[config.mk]
export PLATFORM = sky130hd
export DESIGN_NAME = fpu_top
export DESIGN_NICKNAME = d
export VERILOG_FILES = /design/src/hw/fpu_pkg.sv /design/src/hw/fpu_addsub.sv /design/src/hw/fpu_float2int.sv /design/src/hw/fpu_mul.sv /design/src/hw/fpu_operand_regs.sv /design/src/hw/fpu_sequencer.sv /design/src/hw/fpu_top.sv
export VERILOG_INCLUDE_DIRS = /design/src /design/src/hw
export SDC_FILE = /design/constraint.sdc
export NUM_CORES = 2
export LEC_CHECK = 0
export BUFFER_PORTS_ARGS = -buffer_cell sky130_fd_sc_hd__buf_2
export CORE_ASPECT_RATIO = 1.5
export CORE_MARGIN = 8
export CORE_UTILIZATION = 40
export CTS_CLUSTER_SIZE = 20
export DETAILED_ROUTE_END_ITERATION = 7
export GPL_ROUTABILITY_DRIVEN = 0
export PLACE_DENSITY = 0.63
export REMOVE_ABC_BUFFERS = 1
export SETUP_SLACK_MARGIN = 0.3
export SLEW_MARGIN = 20
export SYNTH_ARGS = -nofsm -noshare
export SYNTH_HDL_FRONTEND = slang
export SYNTH_SLANG_ARGS = --single-unit
[constraint.sdc]
create_clock -name clk -period 19.1 [get_ports clk]
set_input_delay 0 -clock clk [delete_from_list [all_inputs] [get_ports clk]]
set_output_delay 0 -clock clk [all_outputs]
set_load 0.05 [all_outputs]
[src/hw/fpu_consts.svh]
// ~~~~~~~~~~~~~~~~~~~~~~~~~~~~~~~~~~~~~~~~~~~~~~~~~~~~~~~~~~
// fixed IEEE-754 single precision field widths
// no special values, all operands assumed normal
// ~~~~~~~~~~~~~~~~~~~~~~~~~~~~~~~~~~~~~~~~~~~~~~~~~~~~~~~~~~
`ifndef FPU_CONSTS_SVH
`define FPU_CONSTS_SVH

// full ieee word
`define FPU_WIDTH 32

// biased exponent field
`define FPU_EXP_W 8

// stored fraction, hidden bit not included
`define FPU_FRAC_W 23

// fraction plus hidden bit
`define FPU_MANT_W 24

// extra upper bits in add/sub for the carry and the sign
`define FPU_GUARD_W 2

// exponent bias
`define FPU_BIAS 127

`endif

[src/hw/fpu_pkg.sv]
// ~~~~~~~~~~~~~~~~~~~~~~~~~~~~~~~~~~~~~~~~~~~~~~~~~~~~~~~~~~
// shared types of the fpu
// unpacked operands carry the hidden bit in the mantissa
// ~~~~~~~~~~~~~~~~~~~~~~~~~~~~~~~~~~~~~~~~~~~~~~~~~~~~~~~~~~
`include "fpu_consts.svh"

package fpu_pkg;

  // opcode as driven on the operation port
  typedef enum logic [1:0] {
    op_add          = 2'd0,
    op_sub          = 2'd1,
    op_mul          = 2'd2,
    op_float_to_int = 2'd3
  } fpu_op_e;

  // sequencer states
  // st_done is the first cycle with cmd_end high
  typedef enum logic [2:0] {
    st_idle           = 3'd0,
    st_load           = 3'd1,
    st_exec           = 3'd2,
    st_done           = 3'd3,
    st_wait_start_low = 3'd4
  } seq_state_e;

  // sign, biased exponent and 1.fraction mantissa
  // 33 bits in total
  typedef struct packed {
    logic                  sign;
    logic [`FPU_EXP_W-1:0]  exp;
    logic [`FPU_MANT_W-1:0] mant;
  } fpu_unpacked_t;

endpackage

[src/hw/fpu_addsub.sv]
// ~~~~~~~~~~~~~~~~~~~~~~~~~~~~~~~~~~~~~~~~~~~~~~~~~~~~~~~~~~
// combinational add/sub that truncates and never rounds
// bits shifted out during alignment are lost
// ~~~~~~~~~~~~~~~~~~~~~~~~~~~~~~~~~~~~~~~~~~~~~~~~~~~~~~~~~~
`timescale 1ns/1ps
`include "fpu_consts.svh"

module fpu_addsub (
  input  fpu_pkg::fpu_unpacked_t a,
  input  fpu_pkg::fpu_unpacked_t b,
  input  logic                   subtract,
  output fpu_pkg::fpu_unpacked_t sum
);

  // mantissa plus guard bits with the sign of the raw sum on top
  localparam int SUM_W = `FPU_MANT_W + `FPU_GUARD_W;

  logic [SUM_W-1:0]      a_ext;
  logic [SUM_W-1:0]      b_ext;
  logic [SUM_W-1:0]      a_aligned;
  logic [SUM_W-1:0]      b_aligned;
  logic [SUM_W-1:0]      a_signed;
  logic [SUM_W-1:0]      b_signed;
  logic [SUM_W-1:0]      raw;
  logic [SUM_W-1:0]      mag;
  logic [SUM_W-1:0]      mag_norm;
  logic [`FPU_EXP_W-1:0] exp_big;
  logic                  res_sign;
  logic [4:0]            zcount;

  // leading zeros of the 24-bit mantissa field or 24 when empty
  function automatic logic [4:0] lzc(input logic [`FPU_MANT_W-1:0] v);
    logic [4:0] n;
    logic       found;
    n     = 5'(`FPU_MANT_W);
    found = 1'b0;
    for (int i = `FPU_MANT_W - 1; i >= 0; i--) begin
      if (!found && v[i]) begin
        n     = 5'(`FPU_MANT_W - 1 - i);
        found = 1'b1;
      end
    end
    return n;
  endfunction

  assign a_ext = {{`FPU_GUARD_W{1'b0}}, a.mant};
  assign b_ext = {{`FPU_GUARD_W{1'b0}}, b.mant};

  // shift the smaller one right by the exponent gap
  assign a_aligned = (a.exp < b.exp) ? a_ext >> (b.exp - a.exp) : a_ext;
  assign b_aligned = (b.exp < a.exp) ? b_ext >> (a.exp - b.exp) : b_ext;
  assign exp_big   = (a.exp < b.exp) ? b.exp : a.exp;

  // two's complement of negative operands
  assign a_signed = a.sign ? -a_aligned : a_aligned;
  assign b_signed = b.sign ? -b_aligned : b_aligned;

  assign raw      = subtract ? a_signed - b_signed : a_signed + b_signed;
  assign res_sign = raw[SUM_W-1];
  assign mag      = res_sign ? -raw : raw;

  // bit 25 of mag is never set since two mantissas sum to less than 2^25
  assign zcount = lzc(mag[`FPU_MANT_W-1:0]);

  always_comb begin
    sum      = '0;
    mag_norm = '0;
    if (mag == '0) begin
      // exact cancellation gives all zeros
      sum = '0;
    end else if (mag[`FPU_MANT_W]) begin
      // carry out of the hidden bit drops the lsb
      mag_norm = mag >> 1;
      sum.sign = res_sign;
      sum.exp  = exp_big + 1'b1;
      sum.mant = mag_norm[`FPU_MANT_W-1:0];
    end else begin
      mag_norm = mag << zcount;
      sum.sign = res_sign;
      sum.exp  = exp_big - `FPU_EXP_W'(zcount);
      sum.mant = mag_norm[`FPU_MANT_W-1:0];
    end
  end

endmodule

[src/hw/fpu_float2int.sv]
// ~~~~~~~~~~~~~~~~~~~~~~~~~~~~~~~~~~~~~~~~~~~~~~~~~~~~~~~~~~
// float to unsigned int, truncates toward zero
// sign ignored, result keeps only the low 32 bits
// ~~~~~~~~~~~~~~~~~~~~~~~~~~~~~~~~~~~~~~~~~~~~~~~~~~~~~~~~~~
`timescale 1ns/1ps
`include "fpu_consts.svh"

module fpu_float2int (
  input  fpu_pkg::fpu_unpacked_t a,
  output logic [`FPU_WIDTH-1:0]  value
);

  logic [`FPU_EXP_W-1:0] shift;
  logic [`FPU_WIDTH-1:0] mant_ext;

  // unbiased exponent, only meaningful when exp >= bias
  assign shift    = a.exp - `FPU_EXP_W'(`FPU_BIAS);
  assign mant_ext = `FPU_WIDTH'(a.mant);

  always_comb begin
    if (a.exp < `FPU_EXP_W'(`FPU_BIAS)) begin
      // magnitude below one
      value = '0;
    end else if (shift <= `FPU_EXP_W'(`FPU_FRAC_W)) begin
      // binary point still inside the fraction
      // drop the fraction bits below it
      value = mant_ext >> (`FPU_EXP_W'(`FPU_FRAC_W) - shift);
    end else begin
      // integer past the fraction, zeros fill the low bits
      // shifts of 32 or more leave zero
      value = mant_ext << (shift - `FPU_EXP_W'(`FPU_FRAC_W));
    end
  end

endmodule

[src/hw/fpu_mul.sv]
// ~~~~~~~~~~~~~~~~~~~~~~~~~~~~~~~~~~~~~~~~~~~~~~~~~~~~~~~~~~
// combinational multiply, round to nearest, ties to even
// exponent must stay in range, no overflow detection
// ~~~~~~~~~~~~~~~~~~~~~~~~~~~~~~~~~~~~~~~~~~~~~~~~~~~~~~~~~~
`timescale 1ns/1ps
`include "fpu_consts.svh"

module fpu_mul (
  input  fpu_pkg::fpu_unpacked_t a,
  input  fpu_pkg::fpu_unpacked_t b,
  output fpu_pkg::fpu_unpacked_t product
);

  localparam int PROD_W = 2 * `FPU_MANT_W;
  // one extra bit keeps the exponent sum from wrapping before the bias
  localparam int ESUM_W = `FPU_EXP_W + 2;

  logic [PROD_W-1:0]      prod;
  logic [PROD_W-1:0]      prod_norm;
  logic [ESUM_W-1:0]      exp_sum;
  logic [`FPU_EXP_W-1:0]  exp_norm;
  logic [`FPU_MANT_W-1:0] kept;
  logic                   guard_bit;
  logic                   sticky;
  logic                   round_up;
  logic [`FPU_MANT_W:0]   rounded;
  logic                   carry;

  // 1.x times 1.x lies in [1, 4), so the product has one or two integer bits
  assign prod = a.mant * b.mant;

  assign exp_sum = {2'b00, a.exp} + {2'b00, b.exp} - ESUM_W'(`FPU_BIAS)
                   + ESUM_W'(prod[PROD_W-1]);
  assign exp_norm = exp_sum[`FPU_EXP_W-1:0];

  // leading one to the top bit
  assign prod_norm = prod[PROD_W-1] ? prod : prod << 1;

  // upper 24 bits kept, the rest decide rounding
  assign kept      = prod_norm[PROD_W-1:`FPU_MANT_W];
  assign guard_bit = prod_norm[`FPU_MANT_W-1];
  assign sticky    = |prod_norm[`FPU_MANT_W-2:0];

  // above half rounds up, exact half only when the kept lsb is odd
  assign round_up = guard_bit & (sticky | kept[0]);

  assign rounded = {1'b0, kept} + (`FPU_MANT_W + 1)'(round_up);
  assign carry   = rounded[`FPU_MANT_W];

  assign product.sign = a.sign ^ b.sign;
  // a carry out of rounding leaves exactly 10.000..., shift right once
  assign product.exp  = exp_norm + `FPU_EXP_W'(carry);
  assign product.mant = carry ? rounded[`FPU_MANT_W:1] : rounded[`FPU_MANT_W-1:0];

endmodule

[src/hw/fpu_operand_regs.sv]
// ~~~~~~~~~~~~~~~~~~~~~~~~~~~~~~~~~~~~~~~~~~~~~~~~~~~~~~~~~~
// operand capture, one cycle after load is raised
// a zero exponent only clears the hidden bit
// ~~~~~~~~~~~~~~~~~~~~~~~~~~~~~~~~~~~~~~~~~~~~~~~~~~~~~~~~~~
`timescale 1ns/1ps
`include "fpu_consts.svh"

module fpu_operand_regs (
  input  logic                   clk,
  input  logic                   arst,
  input  logic [`FPU_WIDTH-1:0]  a_operand,
  input  logic [`FPU_WIDTH-1:0]  b_operand,
  input  logic                   load,
  output fpu_pkg::fpu_unpacked_t a,
  output fpu_pkg::fpu_unpacked_t b
);

  // field positions inside the ieee word
  localparam int EXP_LSB  = `FPU_FRAC_W;
  localparam int SIGN_BIT = `FPU_WIDTH - 1;

  always_ff @(posedge clk, posedge arst) begin
    if (arst) begin
      a <= '0;
      b <= '0;
    end else if (load) begin
      a.sign <= a_operand[SIGN_BIT];
      a.exp  <= a_operand[SIGN_BIT-1:EXP_LSB];
      // hidden bit only for a non-zero exponent
      a.mant <= {a_operand[SIGN_BIT-1:EXP_LSB] != '0, a_operand[`FPU_FRAC_W-1:0]};

      b.sign <= b_operand[SIGN_BIT];
      b.exp  <= b_operand[SIGN_BIT-1:EXP_LSB];
      b.mant <= {b_operand[SIGN_BIT-1:EXP_LSB] != '0, b_operand[`FPU_FRAC_W-1:0]};
    end
    // otherwise both operands hold until the next command
  end

endmodule

[src/hw/fpu_sequencer.sv]
// ~~~~~~~~~~~~~~~~~~~~~~~~~~~~~~~~~~~~~~~~~~~~~~~~~~~~~~~~~~
// command sequencer, one command at a time
// operands and opcode must hold until cmd_end rises
// ~~~~~~~~~~~~~~~~~~~~~~~~~~~~~~~~~~~~~~~~~~~~~~~~~~~~~~~~~~
`timescale 1ns/1ps
`include "fpu_consts.svh"

module fpu_sequencer (
  input  logic                   clk,
  input  logic                   arst,
  input  logic                   start,
  input  fpu_pkg::fpu_op_e       operation,
  input  fpu_pkg::fpu_unpacked_t sum,
  input  fpu_pkg::fpu_unpacked_t product,
  input  logic [`FPU_WIDTH-1:0]  int_value,
  output logic                   load,
  output logic                   subtract,
  output logic [`FPU_WIDTH-1:0]  result,
  output logic                   busy,
  output logic                   cmd_end
);

  import fpu_pkg::*;

  seq_state_e state;
  seq_state_e state_next;

  always_comb begin
    state_next = state;
    case (state)
      st_idle:           if (start) state_next = st_load;
      // operands captured at the end of this cycle
      st_load:           state_next = st_exec;
      // datapaths settle, result registered at the end of this cycle
      st_exec:           state_next = st_done;
      st_done:           state_next = start ? st_wait_start_low : st_idle;
      st_wait_start_low: if (!start) state_next = st_idle;
      default:           state_next = st_idle;
    endcase
  end

  always_ff @(posedge clk, posedge arst) begin
    if (arst) begin
      state   <= st_idle;
      busy    <= 1'b0;
      cmd_end <= 1'b0;
    end else begin
      state   <= state_next;
      busy    <= state_next != st_idle;
      cmd_end <= (state_next == st_done) || (state_next == st_wait_start_low);
    end
  end

  assign load     = state == st_load;
  assign subtract = operation == op_sub;

  // result holds its value until the next command reaches st_exec
  always_ff @(posedge clk, posedge arst) begin
    if (arst) begin
      result <= '0;
    end else if (state == st_exec) begin
      case (operation)
        op_add, op_sub: result <= {sum.sign, sum.exp, sum.mant[`FPU_FRAC_W-1:0]};
        op_mul:         result <= {product.sign, product.exp, product.mant[`FPU_FRAC_W-1:0]};
        default:        result <= int_value;
      endcase
    end
  end

endmodule

[src/hw/fpu_top.sv]
// ~~~~~~~~~~~~~~~~~~~~~~~~~~~~~~~~~~~~~~~~~~~~~~~~~~~~~~~~~~
// fpu top: add, sub, mul, float to int
// cmd_end rises 2 cycles after start is taken, held while start is high
// ~~~~~~~~~~~~~~~~~~~~~~~~~~~~~~~~~~~~~~~~~~~~~~~~~~~~~~~~~~
`timescale 1ns/1ps
`include "fpu_consts.svh"

module fpu_top (
  input  logic                  clk,
  input  logic                  arst,
  input  logic [`FPU_WIDTH-1:0] a_operand,
  input  logic [`FPU_WIDTH-1:0] b_operand,
  input  fpu_pkg::fpu_op_e      operation,
  input  logic                  start,
  output logic [`FPU_WIDTH-1:0] result,
  output logic                  busy,
  output logic                  cmd_end
);

  import fpu_pkg::*;

  fpu_unpacked_t         a;
  fpu_unpacked_t         b;
  fpu_unpacked_t         sum;
  fpu_unpacked_t         product;
  logic [`FPU_WIDTH-1:0] int_value;
  logic                  load;
  logic                  subtract;

  fpu_operand_regs u_regs (
    .clk       (clk),
    .arst      (arst),
    .a_operand (a_operand),
    .b_operand (b_operand),
    .load      (load),
    .a         (a),
    .b         (b)
  );

  fpu_addsub u_addsub (
    .a        (a),
    .b        (b),
    .subtract (subtract),
    .sum      (sum)
  );

  fpu_mul u_mul (
    .a       (a),
    .b       (b),
    .product (product)
  );

  // only operand a is converted
  fpu_float2int u_f2i (
    .a     (a),
    .value (int_value)
  );

  fpu_sequencer u_seq (
    .clk       (clk),
    .arst      (arst),
    .start     (start),
    .operation (operation),
    .sum       (sum),
    .product   (product),
    .int_value (int_value),
    .load      (load),
    .subtract  (subtract),
    .result    (result),
    .busy      (busy),
    .cmd_end   (cmd_end)
  );

endmodule

* Yosys cells after proc, flatten, opt, wreduce, memory -nomap -nowiden
Cells that the tools add are included.
** Word-level totals
- Flip-flop bits (word level) :: 103
- Bits in latches :: 0
- RAM bits :: 0
- Bits in read-only memories :: 0
- Input port bits :: 69
- Output and inout port bits :: 34
- Logic and storage cells :: 168
- Memories kept :: 0
** Cells by class
- $add $sub $neg :: 17
- Multiply operators :: 1
- Div/mod/pow operators :: 0
- Order comparisons :: 4
- Equality and inequality tests :: 8
- Shift-type cells :: 5
- Mux-type cells :: 65
- Bitwise logic cells :: 3
- Reduce and logical (&&, ||, !) cells :: 55
** Operators with widths (number)
- two-way mux 26 bit :: 6
- two-way mux 5 bit :: 24
- two-way mux 32 bit :: 3
- negation 26 bit :: 3
- one-hot mux 32 bit (2 select lines) :: 1
- right shift 24 x 8 -> 26 bit :: 2
- multiplier 24 x 24 -> 48 bit :: 1
- two-way mux 48 bit :: 1
- two-way mux 33 bit :: 1
- << shifter 24 x 8 -> 32 bit :: 1
- right shift 24 x 8 -> 32 bit :: 1
- adder 26 bit :: 1
- zero test 26 bit :: 1
- << shifter 26 x 5 -> 24 bit :: 1
- subtractor 26 bit :: 1
- adder 24 x 1 -> 25 bit :: 1
- logical AND 1 bit :: 23
- zero test 1 bit :: 23
- two-way mux 1 bit :: 23
- two-way mux 23 bit :: 1
- OR reduction 23 bit :: 1
- adder 8 x 1 -> 8 bit :: 2
- less-than comparator 8 bit :: 2
- nonzero test 8 bit :: 2
- 25 further kinds :: 32

* Depth between registers and ports, before layout
- Depth in word-level cells :: 83
- Depth in mapped cells :: 63
- Depth with buffers taken out :: 54

* Hierarchy
Synthesis repeated with hierarchy kept, for this count alone.
** Unflattened totals
- Cell total of the unflattened synthesis :: 5262
- Area total of the unflattened synthesis :: 42120.4 um2
** By module, submodules not included
- fpu_mul :: times used 1, cells each 2560, area an instance 21453.1 um2, seq. area each 0.0 um2
- fpu_addsub :: times used 1, cells each 1840, area an instance 12529.5 um2, seq. area each 0.0 um2
- fpu_float2int :: times used 1, cells each 518, area an instance 3474.6 um2, seq. area each 0.0 um2
- fpu_operand_regs :: times used 1, cells each 147, area an instance 2546.2 um2, seq. area each 1651.6 um2
- fpu_sequencer :: times used 1, cells each 197, area an instance 2117.0 um2, seq. area each 925.9 um2

* Worst setup path before layout
OpenSTA, ideal clock, no wires.
- Kind :: flip-flop to flip-flop
- From :: reg u_regs.a[24] (netlist name)
- To :: reg u_seq.result[30]
- Setup time :: 0.083 ns
- Data arrival time :: 13.109 ns
- Data required time :: 19.017 ns
- Path slack :: 5.908 ns
- Stages on the path, launching flop included :: 60
- Buffers on the path :: 8
- Period minus slack after synthesis :: 13.192 ns
- Path through :: dfrtp_1 -> buf_1 -> inv_1 -> clkbuf_1 -> clkbuf_1 -> ha_1 -> fa_1 -> xnor2_2 -> buf_6 -> nor3_1 -> o41a_1 -> a22oi_2 -> o21ai_0 -> inv_1 -> ha_1 -> o211ai_2 -> or3_1 -> buf_4 -> (+24 left out) -> a311oi_2 -> nor2_2 -> inv_2 -> buf_4 -> buf_4 -> ha_1 -> and2_1 -> ha_1 -> a21o_1 -> a21oi_1 -> o21bai_1 -> a21oi_1 -> o21bai_1 -> a21oi_1 -> xnor2_1 -> xnor2_1 -> a21oi_1 -> o21ai_0
** On the way
- Longest elaborated chain between the ends :: 83
- Elaborated cells on any way between the ends :: 130
- Classes of those cells :: 16 x add/sub; 4 x order compare; 4 x shift; 59 x mux; 47 x reduce/logical
** RTL lines
- subtractor 8 bit (on tied branches) :: RTL line fpu_addsub.sv:50, fpu_addsub.sv:51
- right shift 24 x 8 -> 26 bit (on tied branches) :: RTL line fpu_addsub.sv:50, fpu_addsub.sv:51
- two-way mux 26 bit (on tied branches) :: RTL line fpu_addsub.sv:50, fpu_addsub.sv:51
- negation 26 bit (on tied branches) :: RTL line fpu_addsub.sv:55, fpu_addsub.sv:56
- two-way mux 26 bit (on tied branches) :: RTL line fpu_addsub.sv:55, fpu_addsub.sv:56
- adder 26 bit or subtractor 26 bit (tied branches) :: RTL line fpu_addsub.sv:58 : assign raw = subtract ? a_signed - b_signed : a_signed + b_signed;
- two-way mux 26 bit :: RTL line fpu_addsub.sv:58
- negation 26 bit :: RTL line fpu_addsub.sv:60 : assign mag = res_sign ? -raw : raw;
- (+67 left out)
- two-way mux 1 bit :: RTL line fpu_addsub.sv:38 : if (!found && v[i]) begin
- zero test 1 bit :: RTL line fpu_addsub.sv:38
- logical AND 1 bit :: RTL line fpu_addsub.sv:38
- two-way mux 5 bit :: RTL line fpu_addsub.sv:38
- subtractor 8 x 5 -> 8 bit :: RTL line fpu_addsub.sv:80 : sum.exp = exp_big - `FPU_EXP_W'(zcount);
- two-way mux 32 bit :: RTL line fpu_addsub.sv:71 : end else if (mag[`FPU_MANT_W]) begin
- two-way mux 33 bit :: RTL line fpu_addsub.sv:68 : if (mag == '0) begin
- one-hot mux 32 bit (2 select lines) (*) :: RTL line fpu_sequencer.sv:62 : case (operation)
- end signal, assigned :: RTL line fpu_sequencer.sv:63 : op_add, op_sub: result <= {sum.sign, sum.exp, sum.mant[`FPU_FRAC_W-1:0]};
- end signal, assigned :: RTL line fpu_sequencer.sv:64 : op_mul: result <= {product.sign, product.exp, product.mant[`FPU_FRAC_W-1:0]};
- end signal, assigned :: RTL line fpu_sequencer.sv:65 : default: result <= int_value;
- end, declared :: RTL line fpu_sequencer.sv:18 : output logic [`FPU_WIDTH-1:0] result,
Mark *: on every way between the ends. The rest lies on a longest branch, timed or not.
A chain may end at the register's enable or synchronous reset.

* Worst setup path after layout
- From :: reg u_regs.a[24] (netlist name)
- To :: reg u_seq.result[30]
** On the way
- Longest elaborated chain between the ends :: 83
- Elaborated cells on any way between the ends :: 130
- Classes of those cells :: 16 x add/sub; 4 x order compare; 4 x shift; 59 x mux; 47 x reduce/logical
** RTL lines (RTL line)
- subtractor 8 bit (on tied branches) :: fpu_addsub.sv:50, fpu_addsub.sv:51
- right shift 24 x 8 -> 26 bit (on tied branches) :: fpu_addsub.sv:50, fpu_addsub.sv:51
- two-way mux 26 bit (on tied branches) :: fpu_addsub.sv:50, fpu_addsub.sv:51
- negation 26 bit (on tied branches) :: fpu_addsub.sv:55, fpu_addsub.sv:56
- two-way mux 26 bit (on tied branches) :: fpu_addsub.sv:55, fpu_addsub.sv:56
- adder 26 bit or subtractor 26 bit (tied branches) :: fpu_addsub.sv:58
- two-way mux 26 bit :: fpu_addsub.sv:58
- negation 26 bit :: fpu_addsub.sv:60
- (+67 left out)
- two-way mux 1 bit :: fpu_addsub.sv:38
- zero test 1 bit :: fpu_addsub.sv:38
- logical AND 1 bit :: fpu_addsub.sv:38
- two-way mux 5 bit :: fpu_addsub.sv:38
- subtractor 8 x 5 -> 8 bit :: fpu_addsub.sv:80
- two-way mux 32 bit :: fpu_addsub.sv:71
- two-way mux 33 bit :: fpu_addsub.sv:68
- one-hot mux 32 bit (2 select lines) (*) :: fpu_sequencer.sv:62
Marks and branches as above.

==> run summary <==
CP endpoint kind: flip-flop
Kind of critical path: flip-flop to flip-flop
Mean area per synthesized cell: 7.83 um^2
Wire length per cell: 22.4 um
F_max: 61.9 MHz
Area grow syn2layout: 6.72%
Final net count: 5705
Share of post-route cells with drive strength above 1: 8.34%
Final Routed Wirelength: 138000 um
FF-to-FF Start: u_regs.a[24]
Seq/Total Area, Yosys: 6.66%
Footprint of the multi-input gates: 32700 um^2
Slowest cell on the critical path: xnor2_2
Worst slew margin: 26.7%
CP Data Arrival Time: 16.45 ns
Most common cell after layout, fill and taps aside: nand2_1
Period utilization: 84.5%
Antenna Nets Post-Route: 0
Initial antenna violation count: 2
Worst Skew: 0.0274 ns
Synth warn: 0
Row Count: 140
Die H: 397 um
Startpoint Class: flip-flop
Via count of the first global-routing pass: 37700
Clk sinks: 103
HPWL after detailed placement: 106000 um
Synthesized area: 38700 um^2
DRT iter0 DRCs: 3278
Die footprint: 107000 um^2
Root Driver: clkbuf_16
Max-slew violations: 0
Most frequent cells in the layout: nand2_1 (732), inv_1 (578), fa_1 (488)
Min-delay worst type: primary input to asynchronous set/reset pin
Largest net degree at the start of global routing: 79
Global route total overflow: 0
Via count: 37000
DRC Markers: 0
First-pass GRT wire length: 215000 um
H-tree Lvls: 3
Number of enable flip-flop cells after synthesis: 0
Worst-path fanout max: 60
Fillers: 9749
Port-buffer cells: 102
RSZ-0062 raised after global routing: no
Synth Flop Type: dfrtp_1
FF+latch count, synth: 103
Die width: 270 um
Clk_lat worst skew: 0.44 ns
Setup bufs post-CTS: 0
Async S/R FF share, synth: 100%
Number of I/O pins: 103
Status: completed
Critical Path Source: u_regs.a[24]
Largest stage delay on the critical path: 0.89 ns
Vias per Instance: 5.98
DRT Pass-1 Iters: 6
Post-route minimum period: 16.15 ns
Critical Path RT: 19.40 ns
Hold buffer count at cts: 67
Clk slew on worst S/H paths: 0.10 ns
Max-cap violation count: 0
Total CTS buffers: 9
Synth cell types: 109
CTS tree: done
Post-CTS Resized: 0
Setup tns final: 0 ns
Final Setup Violations: 0
Initial Util: 40.1%
Post-synthesis instance total: 4942
Slew @ Worst Pin: 1.09 ns
FF/Latch Area: 2580 um^2
Clock Tree Buf Depth: 2
Core Box Area: 96500 um^2
Fin. Hold Viols: 0
GRT Util Overall: 25.3%
==> worst max-delay path, delay by kind of cell (launching register included) <==
kind                       cells  cell delay [ns]
AOI/OAI and AO/OA             19             4.81
xor gates and xnor gates       5             1.46
muxes                          3             0.72
and+or+nand+nor               14             4.82
DFF                            1             0.35
buffers and inverters          4             1.69
adders and majority gates      6             2.11
==> metal layers <==
layer	track usage [%]	vias up	share of wire (%)
li1	-	16500	-
met1	28.9	18100	37
met4	15.6	0	7.2
met3	3.75	542	7.2
met5	0	-	0
met2	44.2	1774	48
==> area by class of cell <==
cell class / count / area share [%]
Clock inverter: 7 / 0.197
Inverter: 582 / 5.29
Tap cell: 1278 / 3.87
Multi-Input combinational cell: 3930 / 79.1
Sequential cell: 103 / 6.24
Antenna cell: 1 / 0.00606
Clock buffer: 9 / 0.545
Timing Repair Buffer: 274 / 4.77
==> synthesized netlist by cell type (all sizes together) (40+ instances only) <==
| master | number | area (um^2) |
|---|---|---|
| o21ai | 230 | 1150 |
| o22ai | 43 | 269 |
| a21o | 49 | 368 |
| nand2 | 732 | 2750 |
| dfrtp | 103 | 2580 |
| nor2 | 309 | 1170 |
| a21oi | 241 | 1220 |
| ha | 248 | 3100 |
| nand3 | 80 | 400 |
| nor3 | 107 | 541 |
| xnor2 | 134 | 1210 |
| o211ai | 40 | 305 |
| mux2 | 82 | 927 |
| mux2i | 163 | 1640 |
| nand2b | 51 | 319 |
| inv | 580 | 2180 |
| fa | 488 | 9770 |
| and2 | 220 | 1380 |
| xor2 | 74 | 682 |
| a31oi | 55 | 350 |
| clkbuf | 264 | 991 |
| buf | 63 | 367 |
==> through the flow <==
stage               util [%]  cells  hold WS [ns]  instance area, um^2  worst slack, ns
global placement        41.8   6100         0.108                40300             3.63
global route            42.8   6183         0.215                41300             1.43
CTS                     42.8   6183         0.173                41300             3.27
detailed placement      41.8   6100         0.108                40300             3.30
floorplan                  -   4615        0.0911                37400             3.89
finish                  42.8   6184         0.162                41300             2.95
==> sequential cells by signal (all words and copies together), names as in the netlist <==
register and count:
u_seq.busy 1, u_regs.b 33, u_seq.state 3, u_regs.a 33, u_seq.result 32, u_seq.cmd_end 1
==> worst paths after layout <==
kind	cells past startpoint	slack (ns)	to
worst max-delay path	51	2.95	u_seq.result[30]
worst min-delay path	3	0.16	u_seq.result[10]
worst max register to register	51	2.95	u_seq.result[30]
worst min register to register	2	0.49	u_seq.result[31]
max in group asynchronous	4	17.58	u_regs.a[24]
min in group clk	3	0.32	u_regs.b[5]
==> logic make-up (layout without fill, tap and decap cells) <==
| logic type | after synthesis | in the layout | share of synthesized area, % |
|---|---|---|---|
| compound gates | 1009 | 1009 | 17.3 |
| flops | 103 | 103 | 6.66 |
| other cells | 0 | 1 | 0 |
| xor+xnor | 208 | 208 | 4.89 |
| buf+inv | 909 | 872 | 9.15 |
| simple gates | 1705 | 1705 | 20.6 |
| fa+ha+maj | 736 | 736 | 33.2 |
| mux | 272 | 272 | 8.20 |
Power is not shown: default switching activity piles up to over one toggle a cycle in this logic, so the estimate is an artifact.
